File: src/hdl/hv_cfg_pkg.sv
// package: bist window, link frame count and one-wire bit timing constants
package hv_cfg_pkg;

    // ====================
    // register scan
    // ====================
    localparam int HV_SCAN_REG_NUM    = 8;

    // ====================
    // bist window
    // ====================
    // window length in clock cycles
    localparam int BIST_TMO_TH        = 2000;
    localparam int BIST_TMO_CNT_W     = 11;
    // good frames needed before the window closes
    localparam int BIST_OWT_RX_OK_NUM = 4;
    localparam int BIST_OWT_RX_CNT_W  = 8;

    // one-wire line, bits after the start bit
    localparam int OWT_BIT_CLKS       = 8;
    localparam int OWT_FRAME_BITS     = 14;

endpackage

File: src/hdl/hv_reg_pkg.sv
// package: register map sizes and the register access command
package hv_reg_pkg;

    // ====================
    // register map
    // ====================
    localparam int REG_ADDR_W = 3;
    localparam int REG_DATA_W = 8;

    // ====================
    // access command
    // ====================
    // one request on the register bus, 13 bits
    typedef struct packed {
        logic                  we;
        logic [REG_ADDR_W-1:0] addr;
        logic [REG_DATA_W-1:0] wdata;
        // host-supplied check bit, stored as is
        logic                  wchk;
    } reg_cmd_t;

endpackage

File: src/hdl/hv_reg_if.sv
// interface: four-phase register access bus with requester and responder views
`timescale 1ns/1ps

interface hv_reg_if;

    // requester side, cmd stable while req is high
    logic                              req;
    hv_reg_pkg::reg_cmd_t              cmd;

    // responder side, rdata and rerr valid while ack is high
    logic                              ack;
    logic [hv_reg_pkg::REG_DATA_W-1:0] rdata;
    logic                              rerr;

    modport requester (output req, output cmd, input ack, input rdata, input rerr);

    modport responder (input req, input cmd, output ack, output rdata, output rerr);

endinterface

File: src/hdl/hv_digital_top.sv
// module: high-voltage side digital top, receiver, self test, arbiter and bank
`timescale 1ns/1ps

module hv_digital_top (
    input  logic i_clk,
    input  logic i_rst_n,
    input  logic i_owt_rx,
    input  logic i_bist_en,
    output logic o_owt_bist_fail,
    output logic o_scan_bist_fail,
    output logic o_bist_done,
    output logic o_rx_done,
    output logic o_rx_bad
);

    // register access buses
    hv_reg_if owt_if  ();
    hv_reg_if bist_if ();
    hv_reg_if bank_if ();

    hv_owt_rx hv_owt_rx_inst (
        .i_clk     (i_clk),
        .i_rst_n   (i_rst_n),
        .i_owt_rx  (i_owt_rx),
        .o_rx_done (o_rx_done),
        .o_rx_bad  (o_rx_bad),
        .wr        (owt_if.requester)
    );

    // frame status also feeds the link count
    hv_lbist hv_lbist_inst (
        .i_clk            (i_clk),
        .i_rst_n          (i_rst_n),
        .i_bist_en        (i_bist_en),
        .i_owt_rx_ack     (o_rx_done),
        .i_owt_rx_status  (o_rx_bad),
        .scan             (bist_if.requester),
        .o_owt_bist_fail  (o_owt_bist_fail),
        .o_scan_bist_fail (o_scan_bist_fail),
        .o_bist_done      (o_bist_done)
    );

    // m0 receiver, m1 self test
    hv_reg_arb hv_reg_arb_inst (
        .i_clk   (i_clk),
        .i_rst_n (i_rst_n),
        .m0      (owt_if.responder),
        .m1      (bist_if.responder),
        .bank    (bank_if.requester)
    );

    hv_reg_bank hv_reg_bank_inst (
        .i_clk   (i_clk),
        .i_rst_n (i_rst_n),
        .bus     (bank_if.responder)
    );

endmodule

File: src/hdl/hv_lbist.sv
// module: logic self test, register integrity scan and link frame count
`timescale 1ns/1ps

module hv_lbist (
    input  logic        i_clk,
    input  logic        i_rst_n,
    input  logic        i_bist_en,
    input  logic        i_owt_rx_ack,
    input  logic        i_owt_rx_status,
    hv_reg_if.requester scan,
    output logic        o_owt_bist_fail,
    output logic        o_scan_bist_fail,
    output logic        o_bist_done
);

    localparam int REG_NUM    = hv_cfg_pkg::HV_SCAN_REG_NUM;
    localparam int SCAN_CNT_W = $clog2(REG_NUM + 1);
    localparam int TMO_W      = hv_cfg_pkg::BIST_TMO_CNT_W;
    localparam int OK_W       = hv_cfg_pkg::BIST_OWT_RX_CNT_W;
    localparam logic [SCAN_CNT_W-1:0] SCAN_END = SCAN_CNT_W'(REG_NUM);
    localparam logic [TMO_W-1:0]      TMO_END  = TMO_W'(hv_cfg_pkg::BIST_TMO_TH - 1);
    localparam logic [OK_W-1:0]       OK_MIN   = OK_W'(hv_cfg_pkg::BIST_OWT_RX_OK_NUM);

    logic [SCAN_CNT_W-1:0] scan_cnt;
    logic                  scan_err;
    logic [TMO_W-1:0]      tmo_cnt;
    logic [OK_W-1:0]       rx_ok_cnt;
    logic                  win_end;
    logic                  rx_ok;

    // window counter saturates at its end value
    assign win_end = (tmo_cnt == TMO_END);
    assign rx_ok   = i_owt_rx_ack && !i_owt_rx_status && !win_end;

    // ====================
    // register scan
    // ====================
    // one read per register, sticky error on rerr
    always_ff @(posedge i_clk or negedge i_rst_n) begin
        if (!i_rst_n) begin
            scan.req <= 1'b0;
            scan_cnt <= '0;
            scan_err <= 1'b0;
        end else if (!i_bist_en) begin
            scan.req <= 1'b0;
            scan_cnt <= '0;
            scan_err <= 1'b0;
        end else if (scan.req && scan.ack) begin
            scan.req <= 1'b0;
            scan_cnt <= scan_cnt + 1'b1;
            scan_err <= scan_err | scan.rerr;
        end else if (!scan.req && !scan.ack && (scan_cnt != SCAN_END)) begin
            scan.req <= 1'b1;
        end
    end

    assign scan.cmd = '{we: 1'b0, addr: scan_cnt[hv_reg_pkg::REG_ADDR_W-1:0],
                        wdata: '0, wchk: 1'b0};

    // ====================
    // link window
    // ====================
    always_ff @(posedge i_clk or negedge i_rst_n) begin
        if (!i_rst_n) begin
            tmo_cnt   <= '0;
            rx_ok_cnt <= '0;
        end else if (!i_bist_en) begin
            tmo_cnt   <= '0;
            rx_ok_cnt <= '0;
        end else begin
            if (!win_end) begin
                tmo_cnt <= tmo_cnt + 1'b1;
            end
            if (rx_ok && (rx_ok_cnt != '1)) begin
                rx_ok_cnt <= rx_ok_cnt + 1'b1;
            end
        end
    end

    // results latch with done and hold while enabled
    always_ff @(posedge i_clk or negedge i_rst_n) begin
        if (!i_rst_n) begin
            o_bist_done      <= 1'b0;
            o_owt_bist_fail  <= 1'b0;
            o_scan_bist_fail <= 1'b0;
        end else if (!i_bist_en) begin
            o_bist_done      <= 1'b0;
            o_owt_bist_fail  <= 1'b0;
            o_scan_bist_fail <= 1'b0;
        end else if (win_end) begin
            o_bist_done      <= 1'b1;
            o_owt_bist_fail  <= (rx_ok_cnt < OK_MIN);
            o_scan_bist_fail <= scan_err;
        end
    end

endmodule

File: src/hdl/hv_owt_rx.sv
// module: one-wire frame receiver issuing register writes for good frames
`timescale 1ns/1ps

module hv_owt_rx (
    input  logic        i_clk,
    input  logic        i_rst_n,
    input  logic        i_owt_rx,
    output logic        o_rx_done,
    output logic        o_rx_bad,
    hv_reg_if.requester wr
);

    localparam int BIT_CLKS  = hv_cfg_pkg::OWT_BIT_CLKS;
    localparam int CLK_CNT_W = $clog2(2 * BIT_CLKS);
    localparam int BIT_CNT_W = $clog2(hv_cfg_pkg::OWT_FRAME_BITS);
    // addr, data, chk and parity, the stop bit is checked live
    localparam int SHIFT_W   = hv_cfg_pkg::OWT_FRAME_BITS - 1;
    localparam int ADDR_W    = hv_reg_pkg::REG_ADDR_W;
    localparam int DATA_W    = hv_reg_pkg::REG_DATA_W;
    // first sample sits in the middle of the first field bit
    localparam logic [CLK_CNT_W-1:0] FIRST_WAIT = CLK_CNT_W'(BIT_CLKS + BIT_CLKS / 2 - 1);
    localparam logic [CLK_CNT_W-1:0] BIT_WAIT   = CLK_CNT_W'(BIT_CLKS - 1);
    localparam logic [BIT_CNT_W-1:0] LAST_BIT   = BIT_CNT_W'(hv_cfg_pkg::OWT_FRAME_BITS - 1);

    logic                 rx_s1;
    logic                 rx_s2;
    logic                 rx_d;
    logic                 busy;
    logic [CLK_CNT_W-1:0] clk_cnt;
    logic [BIT_CNT_W-1:0] bit_cnt;
    logic [SHIFT_W-1:0]   shift_q;
    logic                 sample;
    logic                 frame_end;
    logic                 frame_bad;
    logic                 wr_go;
    hv_reg_pkg::reg_cmd_t cmd_q;

    // line synchronizer, idles high
    always_ff @(posedge i_clk or negedge i_rst_n) begin
        if (!i_rst_n) begin
            rx_s1 <= 1'b1;
            rx_s2 <= 1'b1;
            rx_d  <= 1'b1;
        end else begin
            rx_s1 <= i_owt_rx;
            rx_s2 <= rx_s1;
            rx_d  <= rx_s2;
        end
    end

    assign sample    = busy && (clk_cnt == '0);
    assign frame_end = sample && (bit_cnt == LAST_BIT);
    // even parity over all shifted fields, then stop must be high
    assign frame_bad = (^shift_q) || !rx_s2;
    assign wr_go     = frame_end && !frame_bad && !wr.req && !wr.ack;

    // ====================
    // bit timing
    // ====================
    always_ff @(posedge i_clk or negedge i_rst_n) begin
        if (!i_rst_n) begin
            busy    <= 1'b0;
            clk_cnt <= '0;
            bit_cnt <= '0;
        end else if (!busy) begin
            // falling edge starts a frame
            if (rx_d && !rx_s2) begin
                busy    <= 1'b1;
                clk_cnt <= FIRST_WAIT;
                bit_cnt <= '0;
            end
        end else if (sample) begin
            clk_cnt <= BIT_WAIT;
            bit_cnt <= bit_cnt + 1'b1;
            if (frame_end) begin
                busy <= 1'b0;
            end
        end else begin
            clk_cnt <= clk_cnt - 1'b1;
        end
    end

    // msb first
    always_ff @(posedge i_clk) begin
        if (sample) begin
            shift_q <= {shift_q[SHIFT_W-2:0], rx_s2};
        end
    end

    // frame status, done pulses in the stop bit
    always_ff @(posedge i_clk or negedge i_rst_n) begin
        if (!i_rst_n) begin
            o_rx_done <= 1'b0;
            o_rx_bad  <= 1'b0;
        end else begin
            o_rx_done <= frame_end;
            if (frame_end) begin
                o_rx_bad <= frame_bad;
            end
        end
    end

    // ====================
    // register write
    // ====================
    always_ff @(posedge i_clk or negedge i_rst_n) begin
        if (!i_rst_n) begin
            wr.req <= 1'b0;
        end else if (wr.req && wr.ack) begin
            wr.req <= 1'b0;
        end else if (wr_go) begin
            wr.req <= 1'b1;
        end
    end

    // single frame buffer, dropped if a write is still pending
    always_ff @(posedge i_clk) begin
        if (wr_go) begin
            cmd_q.we    <= 1'b1;
            cmd_q.addr  <= shift_q[SHIFT_W-1 -: ADDR_W];
            cmd_q.wdata <= shift_q[SHIFT_W-1-ADDR_W -: DATA_W];
            cmd_q.wchk  <= shift_q[1];
        end
    end

    assign wr.cmd = cmd_q;

endmodule

File: src/hdl/hv_reg_arb.sv
// module: two-requester arbiter with alternating priority for the register bank
`timescale 1ns/1ps

module hv_reg_arb (
    input  logic        i_clk,
    input  logic        i_rst_n,
    hv_reg_if.responder m0,
    hv_reg_if.responder m1,
    hv_reg_if.requester bank
);

    typedef enum logic [1:0] {
        ARB_IDLE,
        ARB_FWD,
        ARB_REL
    } arb_state_t;

    arb_state_t                        state;
    // current or last winner, 1 is m1
    logic                              sel;
    logic                              sel_req;
    logic                              ack_q;
    logic [hv_reg_pkg::REG_DATA_W-1:0] rdata_q;
    logic                              rerr_q;

    assign sel_req = sel ? m1.req : m0.req;

    always_ff @(posedge i_clk or negedge i_rst_n) begin
        if (!i_rst_n) begin
            state    <= ARB_IDLE;
            sel      <= 1'b0;
            bank.req <= 1'b0;
            ack_q    <= 1'b0;
        end else begin
            case (state)
                ARB_IDLE: begin
                    if ((m0.req || m1.req) && !bank.ack) begin
                        // tie goes to whoever lost last time
                        sel      <= (m0.req && m1.req) ? !sel : m1.req;
                        bank.req <= 1'b1;
                        state    <= ARB_FWD;
                    end
                end
                ARB_FWD: begin
                    ack_q    <= bank.ack;
                    bank.req <= sel_req;
                    if (!sel_req) begin
                        state <= ARB_REL;
                    end
                end
                ARB_REL: begin
                    // hold grant until the bank lets go
                    ack_q <= bank.ack;
                    if (!bank.ack) begin
                        state <= ARB_IDLE;
                    end
                end
                default: state <= ARB_IDLE;
            endcase
        end
    end

    always_ff @(posedge i_clk) begin
        if (bank.ack) begin
            rdata_q <= bank.rdata;
            rerr_q  <= bank.rerr;
        end
    end

    assign bank.cmd = sel ? m1.cmd : m0.cmd;

    // response to the winner only
    assign m0.ack   = ack_q && !sel;
    assign m0.rdata = sel ? '0 : rdata_q;
    assign m0.rerr  = !sel && rerr_q;
    assign m1.ack   = ack_q && sel;
    assign m1.rdata = sel ? rdata_q : '0;
    assign m1.rerr  = sel && rerr_q;

endmodule

File: src/hdl/hv_reg_bank.sv
// module: protected register storage with check bits, serving reads and writes
`timescale 1ns/1ps

module hv_reg_bank (
    input  logic        i_clk,
    input  logic        i_rst_n,
    hv_reg_if.responder bus
);

    localparam int REG_NUM = hv_cfg_pkg::HV_SCAN_REG_NUM;
    localparam int DATA_W  = hv_reg_pkg::REG_DATA_W;

    logic [DATA_W-1:0] reg_data [REG_NUM];
    logic              reg_chk  [REG_NUM];
    logic              access;

    // first cycle of a request only
    assign access = bus.req && !bus.ack;

    // ====================
    // storage
    // ====================
    always_ff @(posedge i_clk or negedge i_rst_n) begin
        if (!i_rst_n) begin
            // all zero is a consistent pattern
            for (int i = 0; i < REG_NUM; i++) begin
                reg_data[i] <= '0;
                reg_chk[i]  <= 1'b0;
            end
        end else if (access && bus.cmd.we) begin
            reg_data[bus.cmd.addr] <= bus.cmd.wdata;
            reg_chk[bus.cmd.addr]  <= bus.cmd.wchk;
        end
    end

    // ====================
    // handshake
    // ====================
    // ack follows req by one cycle both ways
    always_ff @(posedge i_clk or negedge i_rst_n) begin
        if (!i_rst_n) begin
            bus.ack <= 1'b0;
        end else begin
            bus.ack <= bus.req;
        end
    end

    // read data and integrity check of the stored word
    always_ff @(posedge i_clk) begin
        if (access) begin
            bus.rdata <= reg_data[bus.cmd.addr];
            bus.rerr  <= reg_chk[bus.cmd.addr] ^ (^reg_data[bus.cmd.addr]);
        end
    end

endmodule

File: config.mk
export PLATFORM = sky130hd
export DESIGN_NAME = hv_digital_top
export DESIGN_NICKNAME = d
export VERILOG_FILES = /design/src/hdl/hv_cfg_pkg.sv /design/src/hdl/hv_reg_pkg.sv /design/src/hdl/hv_reg_if.sv /design/src/hdl/hv_digital_top.sv /design/src/hdl/hv_lbist.sv /design/src/hdl/hv_owt_rx.sv /design/src/hdl/hv_reg_arb.sv /design/src/hdl/hv_reg_bank.sv
export SDC_FILE = /design/constraint.sdc
export NUM_CORES = 1
export LEC_CHECK = 0
export BUFFER_PORTS_ARGS = -buffer_cell sky130_fd_sc_hd__buf_2
export CORE_MARGIN = 5
export CORE_UTILIZATION = 53
export CTS_CLUSTER_SIZE = 40
export DETAILED_ROUTE_END_ITERATION = 7
export PLACE_DENSITY = 0.69
export SLEW_MARGIN = 10
export SYNTH_ARGS = -nofsm -noshare
export SYNTH_HDL_FRONTEND = slang
export SYNTH_SLANG_ARGS = --single-unit
File: constraint.sdc
create_clock -name i_clk -period 3.5 [get_ports i_clk]
set_input_delay 1.05 -clock i_clk [delete_from_list [all_inputs] [get_ports i_clk]]
set_output_delay 1.05 -clock i_clk [all_outputs]
set_load 0.005 [all_outputs]
# Word-level counts from Yosys, hierarchy flattened
# Cells that the tools add are included.
word_totals:
  ff_bits: 148
  input_bits: 4
  wordCells: 165
classes:
  n_addsub: 5
  n_lt_le_gt_ge: 3
  eq_ne: 15
  n_mux: 50
  n_bitwise: 3
  reduce_logical: 45
op_table:
  columns: ["cell", "count"]
  rows:
  - ["$bwmux W64", 1]
  - ["$mux W8", 5]
  - ["$mux W4", 8]
  - ["$bmux W8 S3", 1]
  - ["$demux W8 S3", 1]
  - ["$mux W1", 23]
  - ["$mux W11", 2]
  - ["$logic_and A1 B1 Y1", 21]
  - ["$mux W13", 1]
  - ["$reduce_xor A13 Y1", 1]
  - ["$add A11 B1 Y11 const B", 1]
  - ["$eq A11 B11 Y1 const B", 1]
  - ["$logic_not A1 Y1", 10]
  - ["$add A4 B1 Y4 const B", 2]
  - ["$add A8 B1 Y8 const B", 1]
  - ["$bwmux W8", 1]
  - ["$lt A8 B3 Y1 const B", 1]
  - ["$ne A2 B1 Y1 const B", 4]
  - ["$ne A2 B2 Y1 const B", 4]
  - ["$ne A8 B8 Y1 const B", 1]
  - ["$reduce_xor A8 Y1", 1]
  - ["$mux W2", 3]
  - ["$pmux W2 S3", 1]
  - ["$reduce_and A2 Y1", 3]
  - ["20 further kinds", 23]

# Depth between registers and ports, before layout
logic_depth:
  word_depth: 8
  depth_mapped: 10

# By module
# Synthesis repeated with hierarchy kept, for this count alone.
unflattened:
  hier_cells: 595
  hier_area_um2: 7927.6
modules_own_cells:
  columns: ["mod", "instances", "cells_per_inst", "area_per_inst_um2"]
  rows:
  - ["hv_reg_bank", 1, 263, 3937.5]
  - ["hv_owt_rx", 1, 97, 1561.5]
  - ["hv_lbist", 1, 161, 1524.0]
  - ["hv_reg_arb", 1, 74, 904.6]

# Worst setup path after synthesis
# No wires, ideal clock.
synth_timing:
  kind: "flip-flop to flip-flop"
  start: "register hv_owt_rx_inst.clk_cnt[0]"
  end: "register hv_owt_rx_inst.cmd_q, in the netlist hv_owt_rx_inst.wr.cmd[0] (enable)"
  setup_time_ns: 0.396
  arrival_time_ns: 2.698
  setup_slack_ns: 0.406
  path_stages_with_launch: 10
  period_less_slack_ns: 3.094
  cell_sequence: "dfrtp_1 inv_1 ha_1 nor2b_1 nor2b_1 nand2_1 inv_1 and4_1 nand3_1 nor3_1"
synth_between:
  elab_chain_len: 6
synth_lines:
  columns: ["element", "line", "rtl"]
  rows:
  - ["start: declaration", "hv_owt_rx.sv:29", "logic [CLK_CNT_W-1:0] clk_cnt;"]
  - ["start signal: assignment", "hv_owt_rx.sv:79", "clk_cnt <= clk_cnt - 1'b1;"]
  - ["$logic_not A4 Y1", "hv_owt_rx.sv:51", "assign sample = busy && (clk_cnt == '0);"]
  - ["$logic_and A1 B1 Y1", "hv_owt_rx.sv:51", null]
  - ["via hv_owt_rx_inst.sample", "hv_owt_rx.sv:32", "logic sample;"]
  - ["$logic_and A1 B1 Y1", "hv_owt_rx.sv:52", "assign frame_end = sample && (bit_cnt == LAST_BIT);"]
  - ["via hv_owt_rx_inst.frame_end", "hv_owt_rx.sv:33", "logic frame_end;"]
  - ["$logic_and A1 B1 Y1 (3 in series)", "hv_owt_rx.sv:55", "assign wr_go = frame_end && !frame_bad && !wr.req && !wr.ack;"]
  - ["via hv_owt_rx_inst.wr_go", "hv_owt_rx.sv:35", "logic wr_go;"]
  - ["end: declaration", "hv_owt_rx.sv:36", "hv_reg_pkg::reg_cmd_t cmd_q;"]
# The timed path passes the listed nets, and every way through them passes these cells.
# A chain may end at the register's enable or synchronous reset.

# Final worst setup path
layout_timing:
  start: "register hv_reg_arb_inst.sel"
  end: "register hv_reg_bank_inst.bus.rerr, data pin"
layout_between:
  elab_chain_len: 7
layout_lines:
  columns: ["element", "line", "rtl"]
  rows:
  - ["start: declaration", "hv_reg_arb.sv:20", "logic sel;"]
  - ["start signal: assignment", "hv_reg_arb.sv:39", "sel <= (m0.req && m1.req) ? !sel : m1.req;"]
  - ["$mux W13 *", "hv_reg_arb.sv:70", "assign bank.cmd = sel ? m1.cmd : m0.cmd;"]
  - ["$not A3 Y4 (implied by the code) *", "hv_reg_bank.sv:52", "bus.rerr <= reg_chk[bus.cmd.addr] ^ (^reg_data[bus.cmd.addr]);"]
  - ["$bmux W8 S3", null, null]
  - ["$mux W8 (2 in series)", null, null]
  - ["$reduce_xor A8 Y1", "hv_reg_bank.sv:52", null]
  - ["$xor A1 B1 Y1 *", "hv_reg_bank.sv:52", null]
  - ["end signal: assignment", "hv_reg_bank.sv:52", null]
  - ["end: declaration", "hv_reg_if.sv:17", "modport responder (input req, input cmd, output ack, output rdata, output rerr);"]
# Mark *: on every way between the ends. The rest lies on a longest branch, timed or not. The select of a mux whose other input is x is not followed.

==> summary by stage <==
Outcome
The flow ran to the end, and the final reports show no timing, DRC or antenna violations.

Setup path
STA classifies the critical path startpoint as a flop. The critical path class is flop to flop. Data on the critical path arrives at its endpoint at 3.16 ns. The sort of element at the end of the critical path is a flop. The maximum fanout along the worst path is 20. The worst endpoint required time is ~3.7 ns. The worst register-to-register path has a depth of 7.

Logic synthesis
Synthesis handed over a netlist of between 500 and 600 instances. Counting distinct cell types in the post-synthesis netlist gives 53. Of all flip-flops after synthesis, the portion carrying an async set or reset was 0.818. The netlist area before placement is around 7000 sq um. The number of nets in the synthesized netlist is ~540.

After synthesis, the mean cell area works out to between 10 and 15 sq um. After synthesis the netlist holds a flip-flop and latch count of between 100 and 150. During synthesis, Yosys emitted a total of 0 warnings. The most used flip-flop cell after synthesis is sky130_fd_sc_hd__dfrtp_1. The number of enable flip-flop cells after synthesis is 27. The fraction of the yosys area taken by sequential cells is 0.564.

Floorplan
The floorplan has 41 rows. The vertical die dimension is 123 microns. In this run the standard cell core region covers ~13,000 sq um.

The starting density of the core is 0.540. The die covers roughly 15,000 sq um. For this design the top-level I/O count stands at 9. The width of the die is roughly 120 microns.

Drt
The average wire per cell in the routed design is about 18 microns. Summed over all layers, the routed wires come to between 10,000 and 15,000 microns. In the routed layout, each cell is associated on average with a via count of ~5.6.

After detailed routing, the number of remaining DRC violations is 0. The count of antenna-violating nets left after detailed routing is 0. In this run, the number of DRC markers left after iteration 0 of detailed routing was approximately 250.

Summing over every cut layer, the via total after detailed routing is 4,078. The first-pass iteration count of the detailed router is 4.

Timing
The final period utilization is 0.853. For the pin with the worst max-slew slack, the measured transition is between 0.9 and 1 ns. The clock skew after layout is between 0.007 and 0.008 ns. The count of endpoints failing setup in the final report is 0. The final sum of negative setup slack is 0 ns. The final worst hold slack is between 0.3 and 0.4 ns. The headroom to the max-slew limit is 0.340.

Static timing analysis puts the maximum clock frequency at between 0.3 and 0.4 GHz. Setup repair after global routing left no endpoint under its margin. The smallest clock period supported by the final layout is computed as 2.99 ns.

The count of final hold-check violations is 0. The final-report max-slew violation count came to 0.

GRT
The maximum number of pins on one net before global-route repair is 62. The number of antenna violations at the first check in global routing came to 0. The leftover overflow at the end of global routing is 0. The first global-routing pass estimated 21,900 microns of wire.

For this run, the total global-route usage over all layers was measured as 0.190. The via count of the first global-routing pass is 4,202.

Clocking
The later pin in the worst-skew pair is clocked with a latency of around 0.42 ns. The cell at the root of the clock tree is sky130_fd_sc_hd__clkbuf_16. The number of buffers on the longest clock path is 2. CTS built an H-tree with a depth of 4. Post-CTS timing repair inserted 0 buffers for setup.

Counting every sink on the clock net gives approximately 150. The number of clock buffers added by TritonCTS is 17. After clock tree synthesis, the repair step resized 0 gates. After clock tree synthesis, the clock-pin slew on the worst setup and hold paths is 0.06 ns. The TritonCTS clock tree is built. For this design, the CTS-stage hold fixing added 0 buffers.

Hold path
The tightest min-delay check is of the flop to flop type. The number of cells on the worst hold path is 0.

Place
Input and output buffers added on the ports amount to 8. Summing all placed instances gives a cell area of roughly 7100 sq um. The routability congestion estimate from global placement is about 0.86. Detailed placement ended at an HPWL of approximately 8900 microns.

Power
The maximum resistive drop on vdd is about 0.00045 V. The ratio of total power to cell area is between 700 and 800 nW/um^2. In this run the static leakage power is around 3.5 nW.

Job
The total of max-cap violations is 0.

Cells and area
In the layout the commonest cells are 118 x sky130_fd_sc_hd__dfrtp_1, 82 x sky130_fd_sc_hd__mux2_2, 27 x sky130_fd_sc_hd__edfxtp_1. The layout cell share with drive strength beyond 1 is 0.263. The combined area of the multi-input logic cells is 2810 sq um. The total inserted antenna cells is 0. The sequential cells in the finished layout cover a total of 3840 sq um. In the final design database the tool counted 563 nets. The most common cell after layout, fill and taps aside is sky130_fd_sc_hd__dfrtp_1. From synthesis to final layout, the design area changed by 13.1%. After filler insertion, the fill cell instance count of the layout stands at 1,041.

The finished cells cover about 7700 sq um.
-- Yosys cell counts, types with 2 or more instances --
cell                          n  share of area
sky130_fd_sc_hd__mux2_1       4         0.0066
sky130_fd_sc_hd__and3_1       3         0.0028
sky130_fd_sc_hd__mux2i_1     26          0.038
sky130_fd_sc_hd__a22oi_1      2         0.0022
sky130_fd_sc_hd__nand2b_1     4         0.0037
sky130_fd_sc_hd__nand2_1     22          0.012
sky130_fd_sc_hd__dfstp_2      3          0.012
sky130_fd_sc_hd__o21ai_0     14          0.010
sky130_fd_sc_hd__mux2_2      82           0.14
sky130_fd_sc_hd__a2bb2oi_1    2         0.0026
sky130_fd_sc_hd__a21boi_0     7         0.0077
sky130_fd_sc_hd__nor2b_1     24          0.022
sky130_fd_sc_hd__xor2_1       8          0.010
sky130_fd_sc_hd__dfrtp_1    118           0.43
sky130_fd_sc_hd__ha_1        12          0.022
sky130_fd_sc_hd__a221oi_2     4         0.0088
sky130_fd_sc_hd__or4_1        2         0.0022
sky130_fd_sc_hd__o311a_1      2         0.0029
sky130_fd_sc_hd__nor2_1      21          0.012
sky130_fd_sc_hd__edfxtp_1    27           0.12
sky130_fd_sc_hd__nor3_1       5         0.0037
sky130_fd_sc_hd__xnor2_1     25          0.032
sky130_fd_sc_hd__a21oi_1     12         0.0088
sky130_fd_sc_hd__nand3_1      9         0.0066
sky130_fd_sc_hd__buf_2        3         0.0022
sky130_fd_sc_hd__or3_1        6         0.0055
sky130_fd_sc_hd__o22ai_1      7         0.0064
sky130_fd_sc_hd__clkbuf_1     9         0.0050
sky130_fd_sc_hd__and2_1      11          0.010
sky130_fd_sc_hd__a221oi_1     4         0.0051
sky130_fd_sc_hd__nand4_1      6         0.0055
sky130_fd_sc_hd__inv_1       14         0.0077
sky130_fd_sc_hd__a31oi_1      2         0.0018
sky130_fd_sc_hd__buf_6        3         0.0050
-- kinds of logic after synthesis --
| kind of cell | Yosys count | synth area share |
|---|---|---|
| flops | 148 | 0.564 |
| simple gates | 120 | 0.0936 |
| mux | 114 | 0.186 |
| compound gates | 63 | 0.0657 |
| xor+xnor | 34 | 0.0457 |
| buf+inv | 31 | 0.0233 |
| fa+ha+maj | 12 | 0.0220 |
-- critical path, stage by stage (launching register included) --
cell and delay (ns):
sky130_fd_sc_hd__dfrtp_1 0.49, sky130_fd_sc_hd__buf_4 0.26, sky130_fd_sc_hd__o32ai_1 0.87, sky130_fd_sc_hd__a22o_1 0.29, sky130_fd_sc_hd__a221oi_2 0.05, sky130_fd_sc_hd__xnor2_1 0.22, sky130_fd_sc_hd__xnor3_1 0.43, sky130_fd_sc_hd__xnor2_1 0.14
-- per-stage QoR --
step                 util  setup WS [ns]  instances  total power [mW]
CTS                 0.611          0.517        732              5.58
global placement    0.562          0.634        700              3.65
floorplan               -          0.406        522              3.43
global route        0.611          0.357        732              5.79
detailed placement  0.562          0.537        700              3.71
finish              0.611          0.514        732              5.52
-- state kept, by name, summed over array words and instances, names as in the netlist, 2 cells and up --
register and flops:
hv_owt_rx_inst.wr.cmd 12, hv_lbist_inst.rx_ok_cnt 8, hv_owt_rx_inst.bit_cnt 4, hv_reg_bank_inst.reg_chk 8, hv_lbist_inst.tmo_cnt 11, hv_reg_bank_inst.reg_data 64, hv_owt_rx_inst.clk_cnt 4, hv_reg_arb_inst.state 2
hv_lbist_inst.scan_cnt 4, hv_owt_rx_inst.shift_q 13
-- layer usage --
metal,share of wire,vias up,track usage,wire (microns)
met5,0,-,0,0
met1,0.47,2072,0.263,6140
met3,0.029,17,0.0416,384
met4,0.017,0,0.0782,216
li1,-,1928,-,-
met2,0.48,61,0.292,6290
-- power by group --
group	total, mW	internal (mW)	switching (mW)	leakage (nW)
Sequential	2.24	2.05	0.186	1.87
Combinational	1.44	0.755	0.688	1.35
Clock	1.84	1.12	0.719	0.299
-- area by class of cell --
cell class	count	area share
clock buffer	19	0.0602
clock inverter	13	0.0193
inverter	14	0.00682
multi-input combinational	343	0.365
sequential	148	0.499
tap	172	0.0279
timing repair buffer	23	0.0218
-- worst paths after layout --
path / start / endpoint / slack (ns)
setup / recovery: hv_reg_arb_inst.sel / hv_reg_bank_inst.bus.rerr / 0.51
hold / removal: hv_owt_rx_inst.rx_s1 / hv_owt_rx_inst.rx_s2 / 0.36
setup reg to reg: hv_reg_arb_inst.sel / hv_reg_bank_inst.bus.rerr / 0.51
hold reg to reg: hv_owt_rx_inst.rx_s1 / hv_owt_rx_inst.rx_s2 / 0.36
max in group asynchronous: i_rst_n / hv_reg_bank_inst.reg_data[26] / 1.93
min in group asynchronous: i_rst_n / hv_lbist_inst.tmo_cnt[3] / 0.70
No activity file was read; power rests on OpenSTA's default activity.
